--- src/rtl/intc_pkg.sv ---
package intc_pkg;

    // eight request lines, eight priority queues
    parameter int NUM_SRC    = 8;
    parameter int NUM_LEVELS = 8;

    typedef logic [2:0] src_id_t;
    typedef logic [2:0] level_t;

    // processor status word, priority sits in bits 7..5
    typedef struct packed {
        logic [7:0] upper;
        level_t     level;
        logic [4:0] lower;
    } psw_t;

    // one queued interrupt: fixed vector plus the source that raised it
    typedef struct packed {
        logic [7:0] vector;
        src_id_t    src;
    } irq_entry_t;

    // fixed vectors, indexed by source number
    localparam logic [7:0] VECTOR_TABLE [NUM_SRC] = '{
        8'hC2, 8'hC6, 8'hCA, 8'hCE, 8'hD2, 8'hD6, 8'hEE, 8'hF2
    };

endpackage

--- src/rtl/intc_level_fifo.sv ---
`timescale 1ns/1ps

module intc_level_fifo #(
    parameter int FIFO_DEPTH = 4
) (
    input  logic                clk,
    input  logic                rst_n,
    input  logic                wr_en,
    input  intc_pkg::irq_entry_t wr_entry,
    input  logic                pop,
    output intc_pkg::irq_entry_t head,
    output logic                empty,
    output logic                full
);
    import intc_pkg::*;

    localparam int PTR_W = (FIFO_DEPTH > 1) ? $clog2(FIFO_DEPTH) : 1;

    irq_entry_t       mem [FIFO_DEPTH];
    logic [PTR_W-1:0] wr_ptr;
    logic [PTR_W-1:0] rd_ptr;
    // one bit wider than the pointers so full and empty differ
    logic [PTR_W:0]   count;

    assign empty = (count == '0);
    assign full  = (count == (PTR_W + 1)'(FIFO_DEPTH));

    // show-ahead: oldest entry is always on head
    assign head = mem[rd_ptr];

    // storage
    always_ff @(posedge clk) begin
        if (wr_en) begin
            mem[wr_ptr] <= wr_entry;
        end
    end

    // pointers wrap on their own since depth is a power of two
    always_ff @(posedge clk or negedge rst_n) begin
        if (!rst_n) begin
            wr_ptr <= '0;
            rd_ptr <= '0;
            count  <= '0;
        end else begin
            if (wr_en) begin
                wr_ptr <= wr_ptr + 1'b1;
            end
            if (pop) begin
                rd_ptr <= rd_ptr + 1'b1;
            end
            case ({wr_en, pop})
                2'b10:   count <= count + 1'b1;
                2'b01:   count <= count - 1'b1;
                // write and pop together leave occupancy unchanged
                default: count <= count;
            endcase
        end
    end

endmodule

--- src/rtl/intc_capture.sv ---
`timescale 1ns/1ps

module intc_capture (
    input  logic                                         clk,
    input  logic                                         rst_n,
    input  logic [intc_pkg::NUM_SRC-1:0]                 irq_req,
    input  intc_pkg::psw_t [intc_pkg::NUM_SRC-1:0]       psw,
    input  logic                                         read,
    input  logic [intc_pkg::NUM_LEVELS-1:0]              full,
    output logic [intc_pkg::NUM_LEVELS-1:0]              wr_en,
    output intc_pkg::irq_entry_t                         wr_entry,
    output logic [intc_pkg::NUM_SRC-1:0]                 irq_ack
);
    import intc_pkg::*;

    logic [NUM_SRC-1:0] eligible;
    logic [NUM_SRC-1:0] ack_next;
    src_id_t            win;
    logic               found;

    // drop requests whose level queue has no room, and all of them during a read
    always_comb begin
        for (int i = 0; i < NUM_SRC; i++) begin
            eligible[i] = irq_req[i] && !full[psw[i].level] && !read;
        end
    end

    // highest-numbered eligible source wins
    always_comb begin
        win   = '0;
        found = 1'b0;
        for (int i = 0; i < NUM_SRC; i++) begin
            if (eligible[i]) begin
                win   = src_id_t'(i);
                found = 1'b1;
            end
        end
    end

    // entry is shared by all queues, only one wr_en goes high
    assign wr_entry.vector = VECTOR_TABLE[win];
    assign wr_entry.src    = win;

    always_comb begin
        wr_en    = '0;
        ack_next = '0;
        if (found) begin
            wr_en[psw[win].level] = 1'b1;
            ack_next[win]         = 1'b1;
        end
    end

    // ack pulse lands in the cycle after the write
    always_ff @(posedge clk or negedge rst_n) begin
        if (!rst_n) begin
            irq_ack <= '0;
        end else begin
            irq_ack <= ack_next;
        end
    end

endmodule

--- src/rtl/intc_dispatch.sv ---
`timescale 1ns/1ps

module intc_dispatch (
    input  logic                                          clk,
    input  logic                                          rst_n,
    input  logic                                          read,
    input  logic [intc_pkg::NUM_LEVELS-1:0]               empty,
    input  intc_pkg::irq_entry_t [intc_pkg::NUM_LEVELS-1:0] head,
    output logic [intc_pkg::NUM_LEVELS-1:0]               pop,
    output intc_pkg::irq_entry_t                          vec_out,
    output logic                                          vec_valid,
    output logic                                          irq_pending
);
    import intc_pkg::*;

    level_t sel_lvl;
    logic   any_work;
    logic   take;

    // priority encoder, highest non-empty level last so it wins
    always_comb begin
        sel_lvl = '0;
        for (int l = 0; l < NUM_LEVELS; l++) begin
            if (!empty[l]) begin
                sel_lvl = level_t'(l);
            end
        end
    end

    assign any_work    = ~&empty;
    assign irq_pending = any_work;
    assign take        = read && any_work;

    always_comb begin
        pop = '0;
        if (take) begin
            pop[sel_lvl] = 1'b1;
        end
    end

    // single-cycle strobe per popped entry
    always_ff @(posedge clk or negedge rst_n) begin
        if (!rst_n) begin
            vec_valid <= 1'b0;
        end else begin
            vec_valid <= take;
        end
    end

    // holds the last popped entry when a read finds nothing
    always_ff @(posedge clk) begin
        if (take) begin
            vec_out <= head[sel_lvl];
        end
    end

endmodule

--- src/rtl/intc_top.sv ---
`timescale 1ns/1ps

module intc_top #(
    parameter int FIFO_DEPTH = 4
) (
    input  logic                                   clk,
    input  logic                                   rst_n,
    input  logic [intc_pkg::NUM_SRC-1:0]           irq_req,
    input  intc_pkg::psw_t [intc_pkg::NUM_SRC-1:0] psw,
    input  logic                                   read,
    output logic [intc_pkg::NUM_SRC-1:0]           irq_ack,
    output intc_pkg::irq_entry_t                   vec_out,
    output logic                                   vec_valid,
    output logic                                   irq_pending
);
    import intc_pkg::*;

    logic [NUM_LEVELS-1:0]             wr_en;
    logic [NUM_LEVELS-1:0]             full;
    logic [NUM_LEVELS-1:0]             empty;
    logic [NUM_LEVELS-1:0]             pop;
    irq_entry_t                        wr_entry;
    irq_entry_t [NUM_LEVELS-1:0]       head;

    intc_capture intc_capture_inst (
        .clk      (clk),
        .rst_n    (rst_n),
        .irq_req  (irq_req),
        .psw      (psw),
        .read     (read),
        .full     (full),
        .wr_en    (wr_en),
        .wr_entry (wr_entry),
        .irq_ack  (irq_ack)
    );

    // one queue per priority level
    for (genvar g = 0; g < NUM_LEVELS; g++) begin : gen_level
        intc_level_fifo #(
            .FIFO_DEPTH (FIFO_DEPTH)
        ) intc_level_fifo_inst (
            .clk      (clk),
            .rst_n    (rst_n),
            .wr_en    (wr_en[g]),
            .wr_entry (wr_entry),
            .pop      (pop[g]),
            .head     (head[g]),
            .empty    (empty[g]),
            .full     (full[g])
        );
    end

    intc_dispatch intc_dispatch_inst (
        .clk         (clk),
        .rst_n       (rst_n),
        .read        (read),
        .empty       (empty),
        .head        (head),
        .pop         (pop),
        .vec_out     (vec_out),
        .vec_valid   (vec_valid),
        .irq_pending (irq_pending)
    );

endmodule

--- config.mk ---
export PLATFORM = sky130hd
export DESIGN_NAME = intc_top
export DESIGN_NICKNAME = d
export VERILOG_FILES = /design/src/rtl/intc_pkg.sv /design/src/rtl/intc_level_fifo.sv /design/src/rtl/intc_capture.sv /design/src/rtl/intc_dispatch.sv /design/src/rtl/intc_top.sv
export SDC_FILE = /design/constraint.sdc
export NUM_CORES = 1
export LEC_CHECK = 0
export BUFFER_PORTS_ARGS = -buffer_cell sky130_fd_sc_hd__buf_2
export CORE_MARGIN = 2
export CORE_UTILIZATION = 40
export DETAILED_ROUTE_END_ITERATION = 8
export GPL_TIMING_DRIVEN = 0
export HOLD_SLACK_MARGIN = 0.08
export PLACE_DENSITY = 0.62
export SKIP_LAST_GASP = 1
export SYNTH_ARGS = -nofsm -noshare
export SYNTH_HDL_FRONTEND = slang
export SYNTH_HIERARCHICAL = 1
export SYNTH_SLANG_ARGS = --single-unit
--- constraint.sdc ---
create_clock -name clk -period 8.1 [get_ports clk]
set_input_delay 1.215 -clock clk [delete_from_list [all_inputs] [get_ports clk]]
set_output_delay 1.215 -clock clk [all_outputs]
set_load 0.01 [all_outputs]
# Word level (Yosys, flattened, before mapping)
# Memories as Yosys holds them, arrays and structs flattened.
# Index checks and enable logic that the tools add are counted.
# word_totals
in_bits	139
ramBits	352
out_inout_bits	21
romBits	64
regBits	76
mem_count	9
# mem_list
name	depth	word_bits	read_ports	rd_ports_with_merged_regs	write_ports	line_no	source
(name not given)	8	8	1	0	0	intc_capture.sv:41	assign wr_entry.vector = VECTOR_TABLE[win];
gen_level[0].intc_level_fifo_inst.mem	4	11	1	0	1	intc_level_fifo.sv:19	irq_entry_t mem [FIFO_DEPTH];
gen_level[1].intc_level_fifo_inst.mem	4	11	1	0	1	intc_level_fifo.sv:19	
gen_level[2].intc_level_fifo_inst.mem	4	11	1	0	1	intc_level_fifo.sv:19	
gen_level[3].intc_level_fifo_inst.mem	4	11	1	0	1	intc_level_fifo.sv:19	
gen_level[4].intc_level_fifo_inst.mem	4	11	1	0	1	intc_level_fifo.sv:19	
+3 memories	-	-	-	-	-	-	
# classes
eq_ne	24
add_sub_neg	32
n_lt_le_gt_ge	15
bitwise	1
n_mux	77
n_reduce_logical	47
# op_table
op	n
16-bit binary-select mux with 3-bit select	1
8-bit two-way mux	6
3-bit one-hot mux with 2 select lines	8
3-bit by 4-bit less-than comparator with 1-bit output, second input constant	11
1-bit two-way mux	37
11-bit binary-select mux with 3-bit select	1
2-bit by 1-bit adder with 2-bit output, second input constant	16
3-bit two-way mux	9
3-bit by 1-bit adder with 3-bit output, second input constant	8
1-bit binary-select mux with 3-bit select	8
3-bit == test, second input constant	8
3-bit logical NOT	8
3-bit by 1-bit subtractor with 3-bit output, second input constant	8
1-bit logical AND	20
2-bit by 1-bit == test with 1-bit output, second input constant	8
2-bit == test, second input constant	8
2-bit nonzero test	8
11-bit two-way mux	1
1-bit logical NOT	10
1-bit demux with 3-bit select	3
3-bit by 1-bit greater-or-equal comparator with 1-bit output, second input constant	3
8-bit AND reduction	1
2-bit two-way mux	3
4-bit greater-or-equal comparator, second input constant	1
3-bit inverter with 4-bit output	1

# Logic depth before layout (Yosys ltp)
# depth
word_depth	22
mapped_depth	19

# Modules after synthesis
# The synthesis kept the hierarchy.
# modules_own_cells
mod	cells_each	area_per_inst_um2	instances
intc_level_fifo	93	1991.9	8
intc_dispatch	154	1400.1	1
intc_capture	128	1287.5	1

# Worst setup path before layout
# Ideal clock, no wire load.
# synth_timing
kind	input port to flip-flop
startpoint	input port psw[117] (netlist bit)
endpoint	register gen_level[7].intc_level_fifo_inst.count[2]
setup_ns	0.125
cell_stages	16
arrival_ns	4.788
required_time_ns	7.975
n_path_buf	1
slack_ns	3.187
cell_sequence	mux4_2 nor2b_1 a211oi_4 nor4b_1 buf_2 inv_1 nor2_1 a221o_1 nor3_1 inv_1 ha_1 inv_1 fa_1 xor2_1 nor2_1 xor2_1
# synth_rtl
item	line_no	source
start: declaration	intc_top.sv:9	input intc_pkg::psw_t [intc_pkg::NUM_SRC-1:0] psw,
end signal: assignment	intc_level_fifo.sv:52	2'b10: count <= count + 1'b1;
end signal: assignment	intc_level_fifo.sv:53	2'b01: count <= count - 1'b1;
end signal: assignment	intc_level_fifo.sv:55	default: count <= count;
end: declaration	intc_level_fifo.sv:23	logic [PTR_W:0] count;

# Worst setup path in the final report
# layout_timing
startpoint	input port psw[117] (netlist bit)
endpoint	register gen_level[6].intc_level_fifo_inst.count[2]
# layout_via
elab_chain_len	15
word_cells_on_any_way	19
classes_between	order compare: 2; eq/ne: 2; mux: 10; reduce/logical: 5
# layout_rtl
item	line_no	source
1-bit binary-select mux with 3-bit select	intc_capture.sv:24	eligible[i] = irq_req[i] && !full[psw[i].level] && !read;
1-bit two-way mux (not written as such)	intc_capture.sv:24	
1-bit logical NOT	intc_capture.sv:24	
1-bit logical AND (2 in series)	intc_capture.sv:24	
3-bit two-way mux	intc_capture.sv:33	if (eligible[i]) begin
16-bit binary-select mux with 3-bit select	intc_capture.sv:48	wr_en[psw[win].level] = 1'b1;
8-bit two-way mux (not written as such)	intc_capture.sv:48	
3-bit by 4-bit less-than comparator with 1-bit output (not written as such) or 3-bit by 1-bit greater-or-equal comparator with 1-bit output (tied branches)	intc_capture.sv:48	
1-bit logical AND (not written as such)	intc_capture.sv:48	
1-bit two-way mux (not written as such)	intc_capture.sv:48	
1-bit demux with 3-bit select	-	
8-bit two-way mux (*)	intc_capture.sv:47	if (found) begin
net wr_en[6]	intc_top.sv:18	logic [NUM_LEVELS-1:0] wr_en;
2-bit by 1-bit == test with 1-bit output or 2-bit == test (tied branches)	intc_level_fifo.sv:51	case ({wr_en, pop})
3-bit one-hot mux with 2 select lines or 2-bit nonzero test (tied branches)	-	
end signal: assignment	intc_level_fifo.sv:52	
end signal: assignment	intc_level_fifo.sv:53	
end signal: assignment	intc_level_fifo.sv:55	
end: declaration	intc_level_fifo.sv:23	
# The timed path passes the listed nets; every way through them passes the cells marked *. The select of a mux whose other input is x is not followed.
# A chain may end at the register's enable or synchronous reset.

==> results.json <==
{
  "status": "finished, final reports clean",
  "hold_viol": 0,
  "hold_ws_ns": 0.496,
  "grtUsageMet1": 0.246,
  "root_buffer": "clkbuf_16",
  "final_cells": 1771,
  "slew_violations": 0,
  "grt_util_met2": 0.283,
  "n_fill_cell": 4040,
  "synth-async-reset-ratio": 0.152,
  "power.share.combinational": 0.259,
  "r2r-end": "gen_level[6].intc_level_fifo_inst/count[2]",
  "drive_above_1_share": 0.234,
  "p_leak_nw": 7.49,
  "drtIter0Drc": 820,
  "seq_area_frac_synth": 0.673,
  "viasPerCell": 5.37,
  "critPathRequiredTime_ns": 8.51,
  "ys_ff_latch": 428,
  "synth_cell_types": 70,
  "cts_inserted_buffers": 43,
  "synthFlopType": "edfxtp_1",
  "wl_per_cell_um": 23.0,
  "yosysWarnings": 6,
  "cts_tree": "yes",
  "totalWireLength_mm": 40.7,
  "min_to": "gen_level[4].intc_level_fifo_inst/count[2]",
  "setup_violations": 0,
  "ant_nets": 0,
  "dpl.cell_count": 1691,
  "grt_pass1_wl_mm": 61.3,
  "hold_class": "reg -> reg",
  "cts_resized": 0,
  "reg2regPathDepth": 16,
  "worstHoldStart": "gen_level[4].intc_level_fifo_inst/count[2]",
  "start_util": 0.403,
  "die_area_um2": 48300,
  "slew_headroom": 0.159,
  "period_needed_ns": 5.56,
  "die_y_um": 220,
  "numPortBuffers": 54,
  "clk_pin_slew_ns": 0.06,
  "cts_setup_buffers": 0,
  "pin_count": 160,
  "grt_overflow": 0,
  "start_kind": "input pin",
  "max_clock_freq_mhz": 180,
  "final.period_utilization": 0.686,
  "rows": 79,
  "tightest_slew_ns": 1.25,
  "clkPwrFrac": 0.293,
  "die_w_um": 220,
  "dp_hpwl_mm": 26.6,
  "hold_depth": 1,
  "p_int_mw": 4.68,
  "synth_area_um2": 18600,
  "routabilityCongestion": 0.801,
  "synthTopCellsByCount": "363 x edfxtp_1, 78 x mux4_2, 65 x dfrtp_1, 54 x inv_1, 41 x ha_1",
  "core-area_um2": 46300,
  "htree_levels": 2,
  "r2r_start": "gen_level[0].intc_level_fifo_inst/count[0]",
  "busiest_layer": "met2",
  "p_seq_frac": 0.448,
  "rrSetupSlack_ns": 2.59,
  "antenna_found_initial": 0,
  "max_cap_viol_count": 0,
  "swShare": 0.301,
  "drt_pass1_iterations": 4,
  "gr-usage-met3": 0.0202,
  "diodes": 0,
  "cts_buffer_depth": 3,
  "clkLatencyLatePin_ns": 0.55,
  "synth_area_leaders": "edfxtp_1 59%, mux4_2 9.4%, dfrtp_1 8.7%",
  "grt_max_degree": 59,
  "rsz0062_at_grt": "false",
  "synthCells": 1026,
  "place_area_um2": 19800,
  "nNetsFinal": 1317,
  "drcViolationCount": 0,
  "finClkSkew_ns": 0.0271,
  "fin_ws_ns": 2.54,
  "switching_power_mw": 2.02,
  "synth_top_area_frac": 0.585,
  "synth_edf_count": 363,
  "p_per_area_nw_per_um2": 316,
  "worstSetupPathType": "in -> reg",
  "fin_area_um2": 21200,
  "dpl_worst_slack_ns": 1.51,
  "clock-sinks": 428,
  "yosys.area.top_type": "edfxtp_1",
  "syn-mean-instance-area_um2": 18.2,
  "peakVddDrop_mv": 0.180,
  "arrival_ns": 5.97,
  "grt_pass1_vias": 9679,
  "grt_usage": 0.173,
  "vias": 9515,
  "synth_most_common_cell": "edfxtp_1",
  "syn_to_final_growth_pct": 13.6,
  "holdBufCountCts": 0,
  "end_kind": "flop",
  "cp_max_fo": 36
}
final cells by class:
type / count / area, µm² / share of cell area
clock inverters: 16 / 183 / 0.00863
flip-flops and latches: 428 / 12500 / 0.592
inverters: 56 / 213 / 0.0101
multi-input cells: 506 / 5650 / 0.267
well taps: 607 / 759 / 0.0359
clock buffers: 64 / 1230 / 0.0579
repair buffers: 56 / 328 / 0.0155
plain buffers: 38 / 273 / 0.0129
worst max-delay path by stage:
stage	startpoint	end	slack, ns
final	psw[117]	gen_level[6].intc_level_fifo_inst/count[2]	2.54
after global routing	gen_level[0].intc_level_fifo_inst/count[0]	gen_level[6].intc_level_fifo_inst/count[2]	2.05
after CTS	psw[117]	gen_level[6].intc_level_fifo_inst/count[2]	2.08
after detailed placement	psw[117]	gen_level[6].intc_level_fifo_inst/count[2]	1.51
after global placement	psw[117]	gen_level[3].intc_level_fifo_inst/mem[2][6]	-0.13
after floorplan	psw[117]	gen_level[7].intc_level_fifo_inst/count[2]	3.19
registers in the layout, indices dropped and copies added (netlist names):
signal,count
gen_level.intc_level_fifo_inst/count,24
gen_level.intc_level_fifo_inst/mem,352
gen_level.intc_level_fifo_inst/rd_ptr,16
gen_level.intc_level_fifo_inst/wr_ptr,16
intc_capture_inst/irq_ack,8
intc_dispatch_inst/vec_out,11
intc_dispatch_inst/vec_valid,1
stage by stage:
stage,total power [mW],util,setup TNS (ns)
after detailed placement,4.80,0.427,0
after floorplan,4.16,-,0
after CTS,6.77,0.457,0
final,6.70,0.457,0
after global placement,4.71,0.425,-4.07
after global routing,7.03,0.457,0
power by group through the flow:
stage               clock network, mW  registers (mW)  logic (mW)
CTS                              2.01            3.01        1.75
floorplan                           0            3.02        1.15
global route                     2.10            3.03        1.90
global placement                    0            3.04        1.67
detailed placement                  0            3.05        1.75
finish                           1.96            3.00        1.73
worst max-delay path, cell delays in order:
cell	delay, ns
buf_2	0.13
mux4_2	0.53
nor2b_1	0.17
a211oi_4	0.39
nand2b_2	0.80
o221ai_1	0.39
a221o_1	0.41
nor3_1	0.93
inv_1	0.11
ha_1	0.28
inv_1	0.08
fa_1	0.18
xor2_1	0.15
nor2_1	0.06
xor2_1	0.14
cells by family after synthesis:
| group | count (synthesis) | share of synthesized area |
|---|---|---|
| flops | 428 | 0.673 |
| simple gates | 178 | 0.0556 |
| mux | 136 | 0.147 |
| buf+inv | 94 | 0.0261 |
| compound gates | 91 | 0.0394 |
| fa+ha+maj | 49 | 0.0361 |
| xor+xnor | 48 | 0.0226 |
| other cells | 2 | 0.000403 |
per-layer routing:
metal / wire, µm / vias up
li1: - / 4252
met1: 18300 / 5004
met2: 19900 / 204
met3: 1550 / 55
met4: 966 / 0
met5: 0 / -
cell usage in the layout, fill, tap and decap left out, drive strengths merged, types with 32 or more instances in the layout:
cell      n
buf      88
clkbuf   70
edfxtp  363
mux4    102
dfrtp    65
xor2     32
nand2    36
inv      57
and2     35
ha       41
Power figures use the tool's default switching activity.
